`src/design/ddr_test_pkg.sv`:
```
//--------------------------------------
// ddr_test_pkg
// shared widths, sequencer phases and
// LFSR constants for the DDR traffic
// generator and checker
//--------------------------------------
`default_nettype none

package ddr_test_pkg;

  // local port widths
  localparam int data_w = 32;
  localparam int lanes  = 4;
  localparam int bank_w = 2;
  localparam int row_w  = 13;
  localparam int col_w  = 9;
  localparam int size_w = 2;

  // per-lane seeds, index 0 is the low byte lane
  localparam logic [7:0] lfsr_seeds [lanes] = '{8'd1, 8'd11, 8'd21, 8'd31};

  // x^8 + x^6 + x^5 + x^4 + 1
  localparam logic [7:0] lfsr_taps = 8'hb8;

  typedef enum logic [3:0] {
    idle,
    select,
    clear_write,
    write_burst,
    write_beats,
    write_drain,
    read_start,
    read_issue,
    read_drain,
    done
  } phase_t;

endpackage

`default_nettype wire
```
`src/design/ddr_test_driver.sv`:
```
//--------------------------------------
// ddr_test_driver
// traffic generator and checker for the
// memory controller local port
//--------------------------------------
`timescale 1ns/1ps
`default_nettype none

module ddr_test_driver #(
  parameter int burst_len = 2,
  parameter int max_row   = 3,
  parameter int max_col   = 16,
  parameter int max_bank  = 3
) (
  input  logic                              clk,
  input  logic                              reset_n,
  input  logic                              local_ready,
  input  logic                              local_rdata_valid,
  input  logic [ddr_test_pkg::data_w-1:0]   local_rdata,
  output logic                              local_write_req,
  output logic                              local_read_req,
  output logic                              local_burstbegin,
  output logic [ddr_test_pkg::bank_w-1:0]   local_bank_addr,
  output logic [ddr_test_pkg::row_w-1:0]    local_row_addr,
  output logic [ddr_test_pkg::col_w-1:0]    local_col_addr,
  output logic [ddr_test_pkg::size_w-1:0]   local_size,
  output logic [ddr_test_pkg::lanes-1:0]    local_be,
  output logic [ddr_test_pkg::data_w-1:0]   local_wdata,
  output logic [ddr_test_pkg::lanes-1:0]    pnf_per_byte,
  output logic                              pnf_persist,
  output logic                              test_complete,
  output logic [7:0]                        test_status
);

  logic                            last_addr;
  logic                            burst_done;
  logic                            reads_idle;
  logic                            addr_restart;
  logic                            pattern_reload;
  logic                            pattern_capture;
  logic                            zero_data;
  logic                            seq_mode;
  logic                            dm_mode;
  logic                            write_beat;
  logic                            addr_step;
  logic                            lane_advance;
  logic                            be_rotate;
  logic [ddr_test_pkg::data_w-1:0] expected;

  // ---------------------------------------
  // beat and step qualifiers
  // ---------------------------------------
  assign write_beat   = local_write_req & local_ready;
  assign addr_step    = ((local_write_req & local_burstbegin) | local_read_req) & local_ready;
  assign lane_advance = write_beat | local_rdata_valid;
  assign be_rotate    = lane_advance & dm_mode;

  assign local_size  = burst_len[ddr_test_pkg::size_w-1:0];
  assign test_status = {test_complete, 5'b00000, dm_mode, seq_mode};

  test_sequencer #(.burst_len(burst_len)) u_seq (
    .clk(clk), .reset_n(reset_n), .local_ready(local_ready), .last_addr(last_addr),
    .burst_done(burst_done), .reads_idle(reads_idle), .write_req(local_write_req),
    .read_req(local_read_req), .burst_start(local_burstbegin), .addr_restart(addr_restart),
    .pattern_reload(pattern_reload), .pattern_capture(pattern_capture),
    .zero_data(zero_data), .seq_mode(seq_mode), .dm_mode(dm_mode),
    .test_complete(test_complete)
  );

  burst_tracker #(.burst_len(burst_len)) u_track (
    .clk(clk), .reset_n(reset_n), .write_req(local_write_req), .read_req(local_read_req),
    .local_ready(local_ready), .local_rdata_valid(local_rdata_valid),
    .burst_done(burst_done), .reads_idle(reads_idle)
  );

  address_generator #(
    .burst_len(burst_len), .max_row(max_row), .max_col(max_col), .max_bank(max_bank)
  ) u_addr (
    .clk(clk), .reset_n(reset_n), .restart(addr_restart), .step(addr_step),
    .bank_addr(local_bank_addr), .row_addr(local_row_addr), .col_addr(local_col_addr),
    .last_addr(last_addr)
  );

  pattern_generator u_pat (
    .clk(clk), .reset_n(reset_n), .advance(lane_advance), .capture(pattern_capture),
    .reload(pattern_reload), .zero_data(zero_data), .dm_mode(dm_mode),
    .rotate_be(be_rotate), .wdata(local_wdata), .expected(expected), .be(local_be)
  );

  read_checker u_chk (
    .clk(clk), .reset_n(reset_n), .rdata_valid(local_rdata_valid), .rdata(local_rdata),
    .expected(expected), .be(local_be), .pnf_per_byte(pnf_per_byte),
    .pnf_persist(pnf_persist)
  );

endmodule

`default_nettype wire

```
`src/design/read_checker.sv`:
```
//--------------------------------------
// read_checker
// per-lane compare of read data, sticky
// pass-not-fail over the whole run
//--------------------------------------
`timescale 1ns/1ps
`default_nettype none

module read_checker (
  input  logic                            clk,
  input  logic                            reset_n,
  input  logic                            rdata_valid,
  input  logic [ddr_test_pkg::data_w-1:0] rdata,
  input  logic [ddr_test_pkg::data_w-1:0] expected,
  input  logic [ddr_test_pkg::lanes-1:0]  be,
  output logic [ddr_test_pkg::lanes-1:0]  pnf_per_byte,
  output logic                            pnf_persist
);

  logic [ddr_test_pkg::lanes-1:0] lane_ok;
  logic [ddr_test_pkg::lanes-1:0] cmp_q;
  logic [ddr_test_pkg::lanes-1:0] cap_q;
  logic                           valid_d1;
  logic                           valid_d2;
  logic                           seen;
  logic                           failed;

  for (genvar i = 0; i < ddr_test_pkg::lanes; i++)
  begin : g_cmp
    assign lane_ok[i] = (rdata[8*i +: 8] == (expected[8*i +: 8] & {8{be[i]}}));
  end

  // compare, capture on valid, output register
  always_ff @(posedge clk or negedge reset_n)
  begin
    if (!reset_n)
    begin
      cmp_q        <= '1;
      cap_q        <= '1;
      pnf_per_byte <= '1;
      valid_d1     <= 1'b0;
      valid_d2     <= 1'b0;
      seen         <= 1'b0;
      failed       <= 1'b0;
      pnf_persist  <= 1'b0;
    end
    else
    begin
      cmp_q    <= lane_ok;
      valid_d1 <= rdata_valid;
      valid_d2 <= valid_d1;
      if (valid_d1)
        cap_q <= cmp_q;
      pnf_per_byte <= cap_q;
      seen         <= seen | valid_d2;
      // one bad lane and the run has failed for good
      failed       <= failed | (seen & ~&pnf_per_byte);
      pnf_persist  <= seen & ~failed & (&pnf_per_byte);
    end
  end

endmodule

`default_nettype wire

```
`src/design/test_sequencer.sv`:
```
//--------------------------------------
// test_sequencer
// runs the sequential-address pass, then
// the data-mask pass, then parks in done
//--------------------------------------
`timescale 1ns/1ps
`default_nettype none

module test_sequencer #(
  parameter int burst_len = 2
) (
  input  logic clk,
  input  logic reset_n,
  input  logic local_ready,
  input  logic last_addr,
  input  logic burst_done,
  input  logic reads_idle,
  output logic write_req,
  output logic read_req,
  output logic burst_start,
  output logic addr_restart,
  output logic pattern_reload,
  output logic pattern_capture,
  output logic zero_data,
  output logic seq_mode,
  output logic dm_mode,
  output logic test_complete
);

  localparam bit multi_beat = (burst_len > 1);

  ddr_test_pkg::phase_t phase;
  logic                 final_q;
  logic                 final_burst;

  // the first beat sees the burst address before it steps
  assign final_burst = (phase == ddr_test_pkg::write_burst) ? last_addr : final_q;

  // strobes decoded from the phase register
  assign addr_restart    = (phase == ddr_test_pkg::select) || (phase == ddr_test_pkg::clear_write)
                           || (phase == ddr_test_pkg::write_drain);
  assign pattern_capture = (phase == ddr_test_pkg::select) || (phase == ddr_test_pkg::clear_write);
  assign pattern_reload  = (phase == ddr_test_pkg::write_drain);

  always_ff @(posedge clk or negedge reset_n)
  begin
    if (!reset_n)
    begin
      phase         <= ddr_test_pkg::idle;
      write_req     <= 1'b0;
      read_req      <= 1'b0;
      burst_start   <= 1'b0;
      final_q       <= 1'b0;
      zero_data     <= 1'b0;
      seq_mode      <= 1'b0;
      dm_mode       <= 1'b0;
      test_complete <= 1'b0;
    end
    else
    begin
      case (phase)
        ddr_test_pkg::idle:
        begin
          seq_mode <= 1'b1;
          phase    <= ddr_test_pkg::select;
        end
        ddr_test_pkg::select, ddr_test_pkg::clear_write:
        begin
          // clear_write ends the zero-data sweep and starts the patterned one
          if (phase == ddr_test_pkg::clear_write)
            zero_data <= 1'b0;
          write_req   <= 1'b1;
          burst_start <= 1'b1;
          phase       <= ddr_test_pkg::write_burst;
        end
        ddr_test_pkg::write_burst, ddr_test_pkg::write_beats:
        begin
          if (phase == ddr_test_pkg::write_burst && local_ready)
            final_q <= last_addr;
          if (burst_done)
          begin
            if (final_burst)
            begin
              write_req   <= 1'b0;
              burst_start <= 1'b0;
              phase       <= zero_data ? ddr_test_pkg::clear_write : ddr_test_pkg::write_drain;
            end
            else
            begin
              burst_start <= 1'b1;
              phase       <= ddr_test_pkg::write_burst;
            end
          end
          else if (local_ready && multi_beat)
          begin
            burst_start <= 1'b0;
            phase       <= ddr_test_pkg::write_beats;
          end
        end
        ddr_test_pkg::write_drain:
          phase <= ddr_test_pkg::read_start;
        ddr_test_pkg::read_start:
        begin
          read_req    <= 1'b1;
          burst_start <= 1'b1;
          phase       <= ddr_test_pkg::read_issue;
        end
        ddr_test_pkg::read_issue:
        begin
          if (local_ready && last_addr)
          begin
            read_req    <= 1'b0;
            burst_start <= 1'b0;
            phase       <= ddr_test_pkg::read_drain;
          end
        end
        ddr_test_pkg::read_drain:
        begin
          // all read beats back before moving on
          if (reads_idle)
          begin
            if (dm_mode)
            begin
              dm_mode       <= 1'b0;
              test_complete <= 1'b1;
              phase         <= ddr_test_pkg::done;
            end
            else
            begin
              seq_mode  <= 1'b0;
              dm_mode   <= 1'b1;
              zero_data <= 1'b1;
              phase     <= ddr_test_pkg::select;
            end
          end
        end
        ddr_test_pkg::done:
          test_complete <= 1'b1;
        default:
          phase <= ddr_test_pkg::idle;
      endcase
    end
  end

endmodule

`default_nettype wire

```
`src/design/burst_tracker.sv`:
```
//--------------------------------------
// burst_tracker
// beat count inside a write burst and
// number of read beats still owed
//--------------------------------------
`timescale 1ns/1ps
`default_nettype none

module burst_tracker #(
  parameter int burst_len = 2
) (
  input  logic clk,
  input  logic reset_n,
  input  logic write_req,
  input  logic read_req,
  input  logic local_ready,
  input  logic local_rdata_valid,
  output logic burst_done,
  output logic reads_idle
);

  localparam int last_beat_i = burst_len - 1;
  localparam logic [ddr_test_pkg::size_w-1:0] last_beat = last_beat_i[ddr_test_pkg::size_w-1:0];
  localparam logic [7:0] read_beats = burst_len[7:0];

  logic [ddr_test_pkg::size_w-1:0] beat_cnt;
  logic [7:0]                      pending;
  logic                            write_beat;
  logic                            read_accept;

  assign write_beat  = write_req & local_ready;
  assign read_accept = read_req & local_ready;
  assign burst_done  = write_beat && (beat_cnt == last_beat);
  assign reads_idle  = (pending == 8'd0);

  always_ff @(posedge clk or negedge reset_n)
  begin
    if (!reset_n)
      beat_cnt <= '0;
    else if (write_beat)
      beat_cnt <= burst_done ? '0 : beat_cnt + 1'b1;
  end

  // a new request and a returned beat can land in the same cycle
  always_ff @(posedge clk or negedge reset_n)
  begin
    if (!reset_n)
      pending <= 8'd0;
    else
      pending <= pending + (read_accept ? read_beats : 8'd0) - {7'd0, local_rdata_valid};
  end

endmodule

`default_nettype wire

```
`src/design/address_generator.sv`:
```
//--------------------------------------
// address_generator
// sequential bank/row/column walk over a
// bounded range with end-of-range flag
//--------------------------------------
`timescale 1ns/1ps
`default_nettype none

module address_generator #(
  parameter int burst_len = 2,
  parameter int max_row   = 3,
  parameter int max_col   = 16,
  parameter int max_bank  = 3
) (
  input  logic                              clk,
  input  logic                              reset_n,
  input  logic                              restart,
  input  logic                              step,
  output logic [ddr_test_pkg::bank_w-1:0]   bank_addr,
  output logic [ddr_test_pkg::row_w-1:0]    row_addr,
  output logic [ddr_test_pkg::col_w-1:0]    col_addr,
  output logic                              last_addr
);

  localparam int col_step_i = 2 * burst_len;
  localparam logic [ddr_test_pkg::col_w-1:0]  col_step = col_step_i[ddr_test_pkg::col_w-1:0];
  localparam logic [ddr_test_pkg::col_w-1:0]  col_max  = max_col[ddr_test_pkg::col_w-1:0];
  localparam logic [ddr_test_pkg::row_w-1:0]  row_max  = max_row[ddr_test_pkg::row_w-1:0];
  localparam logic [ddr_test_pkg::bank_w-1:0] bank_max = max_bank[ddr_test_pkg::bank_w-1:0];

  always_ff @(posedge clk or negedge reset_n)
  begin
    if (!reset_n)
    begin
      bank_addr <= '0;
      row_addr  <= '0;
      col_addr  <= '0;
    end
    else if (restart)
    begin
      bank_addr <= '0;
      row_addr  <= '0;
      col_addr  <= '0;
    end
    else if (step)
    begin
      if (col_addr >= col_max)
      begin
        col_addr <= '0;
        // row carry, then bank carry, then full wrap
        if (row_addr == row_max)
        begin
          row_addr  <= '0;
          bank_addr <= (bank_addr == bank_max) ? '0 : bank_addr + 1'b1;
        end
        else
          row_addr <= row_addr + 1'b1;
      end
      else
        col_addr <= col_addr + col_step;
    end
  end

  assign last_addr = (col_addr == col_max) && (row_addr == row_max) && (bank_addr == bank_max);

endmodule

`default_nettype wire

```
`src/design/pattern_generator.sv`:
```
//--------------------------------------
// pattern_generator
// four LFSR lanes for write and expected
// data, reload storage, zero forcing and
// rotating byte enable for the mask pass
//--------------------------------------
`timescale 1ns/1ps
`default_nettype none

module pattern_generator (
  input  logic                              clk,
  input  logic                              reset_n,
  input  logic                              advance,
  input  logic                              capture,
  input  logic                              reload,
  input  logic                              zero_data,
  input  logic                              dm_mode,
  input  logic                              rotate_be,
  output logic [ddr_test_pkg::data_w-1:0]   wdata,
  output logic [ddr_test_pkg::data_w-1:0]   expected,
  output logic [ddr_test_pkg::lanes-1:0]    be
);

  localparam int lanes = ddr_test_pkg::lanes;
  localparam logic [lanes-1:0] lane0_be = {{(lanes - 1){1'b0}}, 1'b1};

  logic [ddr_test_pkg::data_w-1:0] lane_data;
  logic [ddr_test_pkg::data_w-1:0] reload_data;
  logic [ddr_test_pkg::data_w-1:0] be_mask;
  logic [lanes-1:0]                be_rot;
  logic                            lane_pause;

  // clear writes leave the lanes where they are
  assign lane_pause = ~advance | zero_data;

  for (genvar i = 0; i < lanes; i++)
  begin : g_lane
    lane_lfsr #(
      .seed(ddr_test_pkg::lfsr_seeds[i])
    ) u_lfsr (
      .clk    (clk),
      .reset_n(reset_n),
      .load   (reload),
      .pause  (lane_pause),
      .ldata  (reload_data[8*i +: 8]),
      .data   (lane_data[8*i +: 8])
    );

    assign be_mask[8*i +: 8] = {8{be[i]}};
  end

  // lane state at the start of a write phase
  always_ff @(posedge clk)
  begin
    if (capture)
      reload_data <= lane_data;
  end

  // one-hot enable, steps with every patterned beat and every read beat
  always_ff @(posedge clk or negedge reset_n)
  begin
    if (!reset_n)
      be_rot <= lane0_be;
    else if (capture | reload)
      be_rot <= lane0_be;
    else if (rotate_be & ~zero_data)
      be_rot <= {be_rot[lanes-2:0], be_rot[lanes-1]};
  end

  assign be       = (dm_mode & ~zero_data) ? be_rot : '1;
  assign wdata    = zero_data ? '0 : lane_data;
  assign expected = lane_data & be_mask;

endmodule

`default_nettype wire

```
`src/design/lane_lfsr.sv`:
```
//--------------------------------------
// lane_lfsr
// 8-bit Fibonacci LFSR for one byte lane,
// with parallel load and pause
//--------------------------------------
`timescale 1ns/1ps
`default_nettype none

module lane_lfsr #(
  parameter logic [7:0] seed = 8'd1
) (
  input  logic       clk,
  input  logic       reset_n,
  input  logic       load,
  input  logic       pause,
  input  logic [7:0] ldata,
  output logic [7:0] data
);

  logic feedback;

  // xor of the tapped bits shifts in at bit 0
  assign feedback = ^(data & ddr_test_pkg::lfsr_taps);

  always_ff @(posedge clk or negedge reset_n)
  begin
    if (!reset_n)
      data <= seed;
    else if (load)
      data <= ldata;
    else if (!pause)
      data <= {data[6:0], feedback};
  end

endmodule

`default_nettype wire

```
`config.mk`:
```
export PLATFORM = sky130hd
export DESIGN_NAME = ddr_test_driver
export DESIGN_NICKNAME = d
export VERILOG_FILES = /design/src/design/ddr_test_pkg.sv /design/src/design/ddr_test_driver.sv /design/src/design/read_checker.sv /design/src/design/test_sequencer.sv /design/src/design/burst_tracker.sv /design/src/design/address_generator.sv /design/src/design/pattern_generator.sv /design/src/design/lane_lfsr.sv
export SDC_FILE = /design/constraint.sdc
export NUM_CORES = 1
export LEC_CHECK = 0
export ABC_AREA = 1
export CORE_MARGIN = 10
export CORE_UTILIZATION = 45
export DETAILED_ROUTE_END_ITERATION = 10
export DONT_BUFFER_PORTS = 1
export REMOVE_ABC_BUFFERS = 1
export SETUP_SLACK_MARGIN = 0.2
export SLEW_MARGIN = 40
export SYNTH_ARGS = -nofsm -noshare
export SYNTH_HDL_FRONTEND = slang
export SYNTH_SLANG_ARGS = --single-unit
```
`constraint.sdc`:
```
create_clock -name clk -period 2.5 [get_ports clk]
set_clock_uncertainty 0.2 [all_clocks]
set_input_delay 0.125 -clock clk [delete_from_list [all_inputs] [get_ports clk]]
set_output_delay 0.125 -clock clk [all_outputs]
set_load 0.03 [all_outputs]
```
After elaboration in Yosys (flattened, before gate mapping)
Index checks and enable logic that the tools add are counted.

word-level totals
  bits in registers = 131
  word-level logic and storage cells = 180
  output and inout bits = 79
  bits of input ports = 36

operators by class
  order comparisons = 1
  reduce and logical (&&, ||, !) cells = 39
  add/sub/neg operators = 6
  muxes and demuxes = 55
  bitwise logic cells = 25
  equality and inequality tests = 26

operators by type and width
  kind                                                   number
  2-to-1 mux 8 bit                                       8
  2-to-1 mux 13 bit                                      4
  2-to-1 mux 4 bit                                       9
  bitwise AND 32 bit                                     1
  bitwise AND 8 bit                                      4
  equality test 8 bit                                    4
  2-to-1 mux 32 bit                                      1
  case mux 4 bit (8 select lines)                        1
  XOR reduction 8 bit                                    4
  2-to-1 mux 9 bit                                       3
  nonzero test 2 bit                                     9
  equality test 4 x 3 -> 1 bit (second input constant)   4
  2-to-1 mux 1 bit                                       15
  AND reduction 3 bit                                    5
  2-to-1 mux 2 bit                                       7
  adder 13 x 1 -> 13 bit (second input constant)         1
  equality test 13 x 2 -> 1 bit (second input constant)  1
  != test 2 x 1 -> 1 bit (second input constant)         6
  AND reduction 4 bit                                    3
  bitwise AND 1 bit                                      10
  case mux 1 bit (2 select lines)                        5
  adder 9 x 3 -> 9 bit (second input constant)           1
  equality test 9 x 5 -> 1 bit (second input constant)   1
  >= comparator 9 x 5 -> 1 bit (second input constant)   1
  other kinds (23)                                       44

Logic depth before layout (Yosys ltp)
Gate-level depths: netlist of the first run.

  depth after elaboration = 7
  gate-level depth with buffers = 12
  gate-level depth less buffers = 12

Cells and area by module
From an unflattened synthesis of the first run, not the netlist that was laid out.

unflattened totals
  cell total of the unflattened synthesis = 1042
  area, all modules = 7818.7 µm²

by module, submodules not included
  module                                  cells each  times used  sequential area each (µm²)  area each (µm²)
  pattern_generator                       193         1           1062.3                      1702.9
  read_checker                            217         1           440.4                       1443.9
  address_generator                       179         1           550.5                       1310.0
  lane_lfsr (u_pat.g_lane[1].u_lfsr ...)  64          2           203.9                       457.9
  test_sequencer                          97          1           300.3                       753.2
  burst_tracker                           80          1           250.2                       658.1
  lane_lfsr (u_pat.g_lane[3].u_lfsr)      64          1           206.4                       460.4
  lane_lfsr (u_pat.g_lane[0].u_lfsr)      64          1           201.4                       455.4
  ddr_test_driver                         20          1           0.0                         118.9

Worst setup path before layout of the first run
Ideal clock, no wire load.

  kind = reg2reg
  start = register u_seq.read_req
  end = register u_track.pending[7]
  data required time = 2175 ps
  path buffers = 0
  cell stages (with the launch flop) = 12
  clock period less this slack = 2489 ps
  arrival = 2164 ps
  path slack = 11 ps
  setup time = 125 ps
  path through = dfrtp_1 > nand2_1 > ha_1 > inv_1 > ha_1 > inv_1 > fa_1 > o21ai_0 > a21oi_1 > nor2_1 > nor2_1 > xor2_1

between the ends
  cells in the longest elaborated chain, start to end = 4

RTL lines
  what                       RTL line               text
  from (decl)                test_sequencer.sv:19   output logic read_req,
  from (signal assigned)     test_sequencer.sv:51   read_req <= 1'b0;
  from (signal assigned)     test_sequencer.sv:104  read_req <= 1'b1;
  from (signal assigned)     test_sequencer.sv:112  read_req <= 1'b0;
  bitwise AND 1 bit          burst_tracker.sv:32    assign read_accept = read_req & local_ready;
  2-to-1 mux 2 bit           burst_tracker.sv:50    pending <= pending + (read_accept ? read_beats : 8'd0) - {7'd0, local_rdata_valid};
  adder 8 bit                burst_tracker.sv:50
  subtractor 8 x 1 -> 8 bit  burst_tracker.sv:50
  to (signal assigned)       burst_tracker.sv:50
  to (decl)                  burst_tracker.sv:27    logic [7:0] pending;

Every way passes these cells.
A chain may end at the register's enable or synchronous reset.

Worst setup path in the final report of the first run
Same ends and word-level chain as after synthesis.

==> reports/metrics.yaml, run 1 <==
via_per_inst: 5.00
powerDensity_nw_per_um2: 1360
worst_slew_pin_slew_ns: 0.633
fin_total_pwr_mw: 10.7
setup_viol: 0
place_hpwl_um: 10800
max_freq_ghz: 0.453
hold_slack_ns: -0.790
io_pins: 115
vias: 4973
rsz0062_at_grt: "yes"
setup_tns_ns: 0
dpl_worst_slack_ns: 0.0919
stdcell_area_um2: 7880
yosysSeqAreaShare: 0.507
synth.distinct_cells: 48
status: "finished with violations"
synth_top_area_frac: 0.267
cts.hold.buffers_added: 34
cts_root_buf: "clkbuf_16"
start_util: 0.462
routedWlPerCell_um: 15.9
synthFlopType: "dfrtp_1"
finalMaxSlewViolations: 0
fin_crit_ns: 2.21
violations: "hold timing"
place.gp.congestion: 0.828
placed_area_um2: 6930
cts_buffer_depth: 2
final_cell_mix: "nand2_1 (161), inv_1 (92), nor2_1 (77)"
clk_pin_slew_worst_paths_ns: 0.06
grt_max_degree: 98
die_area_um2: 20300
p_leak_nw: 3.63
track_usage: 0.154
synth_edf_count: 32
period_share: 0.883
clock_latency_ns: 0.40
drt_iter0_markers: 287
drc: 0
portBuffers: 0
cts_tree: "done"
cts_sinks: 129
vdd_drop_max_mv: 0.720
grt_pass1_wl_um: 25300
min_path_type: "input pin to async pin"
syn_avg_cell_area_um2: 8.99
drt-total-wl_um: 15800
area_delta_synth_final_pct: 16.9
synth_largest_area_cell: "dfrtp_1"
synth-seq-cells: 129
drtPass1Iterations: 5
crit_required_ns: 2.59
path_class: "flop to flop"
fin_nets: 850
first_global_vias: 4907
cts_buffers: 17
path_max_fanout: 3
core_area_um2: 14600
maxCapViolCount: 0
worst_slack_ns: 0.292
final_common_cell: "nand2_1"
ant_nets: 0
synth_cells: 750
relSlewSlack: 0.576
antenna_found_initial: 1
dieHeight_um: 142
cts_max_level: 4
worstSetupStartpointType: "flop"
end_kind: "flop"
drive_gt1_frac: 0.142
syn_area_um2: 6740
cp.arrival_ns: 2.30
num_rows: 44
synth_area_leaders: "dfrtp_1 (27%), edfxtp_1 (14%), dfstp_2 (9.7%)"
async_reset_ff_frac: 0.752
hold_violations: 97
synth_warnings: 0
gr-total-overflow: 0
die_x_um: 142
==> flip-flops by register name, summed over array words and instances, names as in the netlist, 2 cells and up <==
signal                    cells
u_addr.col_addr               7
u_addr.bank_addr              2
u_chk.cap_q                   4
u_track.beat_cnt              2
u_addr.row_addr              13
u_track.pending               8
u_chk.cmp_q                   4
u_pat.reload_data            32
u_seq.phase                   4
u_pat.be_rot                  4
u_pat.g_lane.u_lfsr.data     32
u_chk.pnf_per_byte            4
==> stage by stage <==
step,std cells,utilization
after floorplan,727,-
after global placement,927,0.475
after detailed placement,927,0.475
after CTS,993,0.538
after global routing,994,0.540
final,995,0.540
==> critical path, stage by stage, from the launching register on <==
cell,delay (ns)
dfrtp_1,0.39
nand2_2,0.13
ha_4,0.21
inv_1,0.06
ha_2,0.17
inv_1,0.05
fa_2,0.37
o21ai_2,0.15
a21oi_1,0.08
nor2_1,0.09
nor2_1,0.05
xor2_1,0.13
==> final cells by class <==
class                           count  area [µm²]
Clock buffer                       27         513
Sequential cell                   129        3420
Antenna cell                        1        2.50
Timing Repair Buffer               51         508
Multi-Input combinational cell    501        2780
Fill cell                        1283        6710
Tap cell                          184         230
Inverter                           97         372
Clock inverter                      5        51.3
==> kinds of logic (layout without fill, tap and decap cells) <==
logic type,count (synthesis),after routing,share of synthesized area
and+or+nand+nor,310,310,0.206
DFF,129,129,0.507
buffers and inverters,127,180,0.0874
AOI/OAI and AO/OA,109,109,0.0912
xor gates and xnor gates,52,52,0.0676
adders and majority gates,17,17,0.0327
muxes,4,4,0.00668
other,2,10,0.00111
==> repair_timing <==
| action | CTS | global route |
|---|---|---|
| buffers inserted | 0 | 1 |
| setup endpoints to repair | 1 | 5 |
| resized for setup | 3 | 6 |
| endpoints found under the hold margin | 118 | 97 |
| pin swaps | 0 | 2 |
==> routing by layer <==
metal	GRT usage	wire [µm]	vias to the layer above
met5	0	0	-
li1	-	-	2475
met1	0.199	7250	2368
met3	0.0447	837	8
met4	0.0415	135	0
met2	0.248	7610	122
==> cells in the mapped netlist (2+ instances only) <==
library cell,number
xnor2_1,20
conb_1,2
inv_1,92
nand4_1,10
dfstp_2,25
mux2_2,4
a21o_1,2
nand2_4,3
buf_4,13
o211ai_1,5
o21a_1,2
o31ai_1,3
nor2_1,77
nand3_2,2
nor2_2,4
clkbuf_1,6
xor2_1,32
buf_6,7
o21ai_0,55
nand2_8,2
o21ai_1,23
nor3_2,5
nand2_1,162
nand3_1,25
nor3_1,6
nand2_2,7
dfrtp_1,72
edfxtp_1,32
or2_2,2
inv_2,3
buf_2,4
nor2_4,3
a21oi_1,10
ha_1,16
==> report_power, final <==
group | switching (mW) | internal, mW | total (mW)
Combinational | 2.96 | 1.49 | 4.45
Clock | 0.842 | 1.49 | 2.34
Sequential | 0.710 | 3.19 | 3.90
==> final timing paths <==
kind | end | cells after the start | slack (ns) | from
setup / recovery | u_track.pending[7] | 11 | 0.29 | u_seq.read_req
hold / removal | u_pat.g_lane[1].u_lfsr.data[4] | 0 | -0.79 | reset_n
setup reg to reg | u_track.pending[7] | 11 | 0.29 | u_seq.read_req
hold reg to reg | u_chk.pnf_per_byte[1] | 0 | 0.16 | u_chk.cap_q[1]
max in group asynchronous | u_pat.g_lane[2].u_lfsr.data[4] | 0 | 2.66 | reset_n
min in group clk | u_track.beat_cnt[1] | 3 | 0.06 | local_ready
Power figures use the tool's default switching activity.
==> run 2, diff against run 1 <==
--- a/config.mk
+++ b/config.mk
@@ -6,12 +6,15 @@
 export NUM_CORES = 1
 export LEC_CHECK = 0
 export ABC_AREA = 1
+export CELL_PAD_IN_SITES_DETAIL_PLACEMENT = 1
+export CELL_PAD_IN_SITES_GLOBAL_PLACEMENT = 1
 export CORE_MARGIN = 10
 export CORE_UTILIZATION = 45
 export DETAILED_ROUTE_END_ITERATION = 10
 export DONT_BUFFER_PORTS = 1
+export PLACE_DENSITY_LB_ADDON = 0.1
 export REMOVE_ABC_BUFFERS = 1
-export SETUP_SLACK_MARGIN = 0.2
+export SETUP_SLACK_MARGIN = 0.4
 export SLEW_MARGIN = 40
 export SYNTH_ARGS = -nofsm -noshare
 export SYNTH_HDL_FRONTEND = slang
==> reports/metrics.yaml, run 2 (synthesized netlist as in run 1, its figures left out) <==
io_pins: 115
drive_gt1_frac: 0.213
drt_iter0_markers: 248
vdd_drop_max_mv: 0.669
cts_buffer_depth: 2
powerDensity_nw_per_um2: 1400
clock_latency_ns: 0.42
ant_nets: 0
final_cell_mix: "nand2_1 (151), inv_1 (87), nor2_1 (71)"
gr-total-overflow: 0
num_rows: 44
finalMaxSlewViolations: 0
p_leak_nw: 3.82
status: "finished with violations"
r2r_setup_slack_ns: 0.31
period_share: 0.883
via_per_inst: 5.22
place_hpwl_um: 12200
die_area_um2: 20300
relSlewSlack: 0.562
place.gp.congestion: 0.788
antenna_found_initial: 1
grt_max_degree: 98
dp_cells: 937
drc: 0
first_global_vias: 5788
path_class: "flop to output pin"
dieHeight_um: 142
cts_sinks: 129
drt-total-wl_um: 18800
fin_crit_ns: 2.21
rsz0062_at_grt: "yes"
routedWlPerCell_um: 18.4
setup_viol: 0
maxCapViolCount: 0
cts_max_level: 4
cp.arrival_ns: 1.88
path_max_fanout: 10
crit_required_ns: 2.17
min_path_type: "input pin to async pin"
worst_slew_pin_slew_ns: 0.655
clk_pin_slew_worst_paths_ns: 0.06
portBuffers: 0
setup_tns_ns: 0
die_x_um: 142
drtPass1Iterations: 4
start_util: 0.462
cts_tree: "done"
worstSetupStartpointType: "flop"
final_common_cell: "nand2_1"
hold_violations: 98
max_freq_ghz: 0.453
fin_util: 0.573
cts_buffers: 17
violations: "hold timing"
grt_pass1_wl_um: 30200
hold_slack_ns: -0.807
track_usage: 0.185
core_area_um2: 14600
end_kind: "output pin"
nFillCells: 1639
final_cell_count_no_fill: 1024
top_regs: "u_pat.g_lane.u_lfsr.data: 32 flops, u_pat.reload_data: 32 flops, u_addr.row_addr: 13 flops"
vias: 5347
fin_nets: 879
area_delta_synth_final_pct: 24.1
cts_root_buf: "clkbuf_16"
[run 2: cell count changes in the layout (fill, tap and decap cells not counted), moves of 5 or more]
cell           change
nor2_1             -6
nor2_2             +6
nand2_1           -10
dfrtp_1           -11
bufinv_16          +5
nand2_2            +6
clkbuf_8           -5
dlygate4sd3_1      +8
dfrtp_2           +11
buf_6              +6
inv_1              -5
buf_4             +17
[run 2: power breakdown]
group	internal, mW	switching [mW]	leakage (nW)
sequential	3.20	0.764	1.46
clock	1.87	0.947	0.312
combinational	1.71	3.20	2.05
total	6.77	4.91	3.82
[run 2: cell type report]
type / instances / area, µm² / share of cell area
Tap cell: 184 / 230 / 0.0275
Multi-Input combinational cell: 502 / 2920 / 0.349
Clock buffer: 18 / 429 / 0.0513
Clock inverter: 14 / 238 / 0.0284
Inverter: 97 / 379 / 0.0453
Timing Repair Buffer: 79 / 731 / 0.0874
Sequential cell: 129 / 3430 / 0.411
Antenna cell: 1 / 2.50 / 0.000299
[run 2: per-stage QoR]
stage               cell area, µm²  power (mW)  setup slack, ns
finish                        8360        11.7            0.292
CTS                           8060        11.5            0.259
global route                  8360        12.5            0.138
detailed placement            6980        8.51           0.0603
floorplan                     6550        7.22           0.0107
global placement              6980        8.27            0.174
[run 2: worst paths after layout]
path | from | end | depth (start not counted)
max | u_seq.dm_mode | local_be[3] | 5
min | reset_n | u_pat.g_lane[0].u_lfsr.data[6] | 0
max reg2reg | u_seq.dm_mode | u_chk.cmp_q[1] | 8
min reg2reg | u_chk.cap_q[1] | u_chk.pnf_per_byte[1] | 0
max in group asynchronous | reset_n | u_pat.g_lane[2].u_lfsr.data[0] | 0
min in group clk | local_ready | u_track.pending[2] | 4
[run 2: worst max-delay path: stages, from the launching register on]
cell,delay [ns]
dfrtp_2,0.50
clkinvlp_4,0.24
nor2_4,0.29
buf_6,0.16
nand2_8,0.09
buf_6,0.16
[run 2: routing by layer]
| metal | global-route usage | vias to the layer above | share of wire |
|---|---|---|---|
| li1 | - | 2537 | - |
| met1 | 0.217 | 2677 | 0.42 |
| met2 | 0.316 | 102 | 0.51 |
| met3 | 0.0527 | 29 | 0.053 |
| met4 | 0.0671 | 2 | 0.019 |
| met5 | 0 | - | 0.00069 |
[run 2: what timing repair did]
| item | 4_1_cts | 5_1_grt |
|---|---|---|
| hold buffers | 40 | 1 |
| endpoints found under the hold margin | 116 | 99 |
| setup buffers | 0 | 12 |
| resized for setup | 4 | 59 |
| gates cloned | 0 | 1 |
| setup endpoints to repair | 34 | 43 |
| pin swaps | 1 | 28 |
==> run 3, diff against run 2 <==
--- a/config.mk
+++ b/config.mk
@@ -8,7 +8,6 @@
 export ABC_AREA = 1
 export CELL_PAD_IN_SITES_DETAIL_PLACEMENT = 1
 export CELL_PAD_IN_SITES_GLOBAL_PLACEMENT = 1
-export CORE_MARGIN = 10
 export CORE_UTILIZATION = 45
 export DETAILED_ROUTE_END_ITERATION = 10
 export DONT_BUFFER_PORTS = 1
==> reports/metrics.yaml, run 3 (synthesized netlist as in run 1, its figures left out) <==
final_common_cell: "nand2_1"
worst_slew_pin_slew_ns: 0.611
drive_gt1_frac: 0.204
maxCapViolCount: 0
crit_required_ns: 2.61
fin_total_pwr_mw: 11.2
final_cell_count_no_fill: 1027
antenna_found_initial: 1
cts_sinks: 129
drt_iter0_markers: 312
core_area_um2: 14600
drt-total-wl_um: 18000
drtPass1Iterations: 4
dpl_worst_slack_ns: 0.00750
portBuffers: 0
cts_tree: "done"
track_usage: 0.243
fin_nets: 882
area_delta_synth_final_pct: 20.9
p_leak_nw: 3.74
hold_violations: 97
cts_buffers: 17
setup_viol: 0
vdd_drop_max_mv: 0.733
violations: "hold timing"
endpoint: "u_track.pending[7]"
worstSetupStartpointType: "input pin"
cts_buffer_depth: 2
finalMaxSlewViolations: 0
fin_crit_ns: 2.21
cts_max_level: 4
final_cell_mix: "nand2_1 (160), inv_1 (88), nor2_1 (73)"
setup_tns_ns: 0
dieHeight_um: 124
grt_pass1_wl_um: 29600
period_share: 0.882
start_util: 0.462
max_freq_ghz: 0.453
dp_cells: 949
ant_nets: 0
startpoint: "local_ready"
r2r_end: "u_track.pending[7]"
io_pins: 115
place_hpwl_um: 11300
worst_slack_ns: 0.295
place.gp.congestion: 0.776
cts.hold.buffers_added: 34
cp.arrival_ns: 2.31
grt_max_degree: 98
gr-total-overflow: 0
vias: 5355
die_area_um2: 15500
r2r_setup_slack_ns: 0.31
rsz0062_at_grt: "yes"
path_class: "input pin to flop"
end_kind: "flop"
status: "finished with violations"
ff2ff_path_depth: 11
relSlewSlack: 0.591
clock_latency_ns: 0.43
nFillCells: 1668
die_x_um: 124
via_per_inst: 5.21
first_global_vias: 5716
drc: 0
min_path_type: "input pin to async pin"
hold_slack_ns: -0.808
cts_root_buf: "clkbuf_16"
num_rows: 44
path_max_fanout: 3
top_regs: "u_pat.g_lane.u_lfsr.data: 32 flops, u_pat.reload_data: 32 flops, u_addr.row_addr: 13 flops"
r2r-start: "u_seq.read_req"
routedWlPerCell_um: 17.5
clk_pin_slew_worst_paths_ns: 0.06
powerDensity_nw_per_um2: 1370
==> run 3: changes by cell type in the layout (fill, tap and decap cells not counted), moves of 3 or more <==
cell           change
buf_4             +15
buf_6              -5
bufinv_16          -6
dfrtp_1            +3
dfrtp_2            -3
dlygate4sd3_1      -7
nand2_1            +9
nand2_2            -7
==> run 3: where the power goes <==
group	internal [mW]	switching [mW]
registers	3.20	0.758
logic	1.79	3.23
clock network	1.25	0.954
==> run 3: layout make-up <==
cell class,instances,area (µm²),area share
flip-flops and latches,129,3430,0.421
multi-input cells,502,2870,0.352
repair buffers,82,717,0.0880
clock buffers,18,429,0.0527
inverters,97,379,0.0465
well taps,184,230,0.0282
clock inverters,14,95.1,0.0117
diodes,1,2.50,0.000307
==> run 3: timing repair <==
item,4_1_cts,5_1_grt
setup endpoints to repair,36,35
setup buffers,1,9
gates resized for setup,8,30
gates cloned,0,1
pin swaps,4,10
hold endpoints to repair,118,97
==> run 3: through the flow <==
stage          utilization  instance area (µm²)
4_1_cts              0.547                 7970
3_3_place_gp         0.485                 7070
5_1_grt              0.559                 8150
6_report             0.559                 8150
2_1_floorplan            -                 6550
3_5_place_dp         0.485                 7070
==> run 3: metal layers <==
| metal | share of wire | wire (µm) | GRT usage |
|---|---|---|---|
| met3 | 0.041 | 732 | 0.0683 |
| met4 | 0.019 | 348 | 0.0822 |
| met2 | 0.51 | 9190 | 0.405 |
| met5 | 0 | 0 | 0 |
| met1 | 0.43 | 7750 | 0.301 |
==> run 3: how the worst min path moves through the flow <==
stage | start | endpoint | slack, ns
finish | reset_n | u_pat.g_lane[0].u_lfsr.data[6] | -0.81
global route | reset_n | u_pat.g_lane[0].u_lfsr.data[6] | -0.83
CTS | reset_n | u_pat.g_lane[3].u_lfsr.data[5] | -0.82
detailed placement | reset_n | u_pat.g_lane[0].u_lfsr.data[6] | -0.37
global placement | reset_n | u_pat.g_lane[0].u_lfsr.data[6] | -0.37
floorplan | reset_n | u_addr.bank_addr[0] | -0.37
==> run 3: worst max-delay path, stage by stage <==
cell and delay, ns:
dlygate4sd3_1 0.66, nand2_2 0.12, ha_4 0.22, inv_2 0.06, ha_4 0.13, inv_2 0.04, fa_2 0.37, o21ai_4 0.19
a21oi_2 0.07, nor2_1 0.11, nor2_1 0.07, xor2_1 0.13
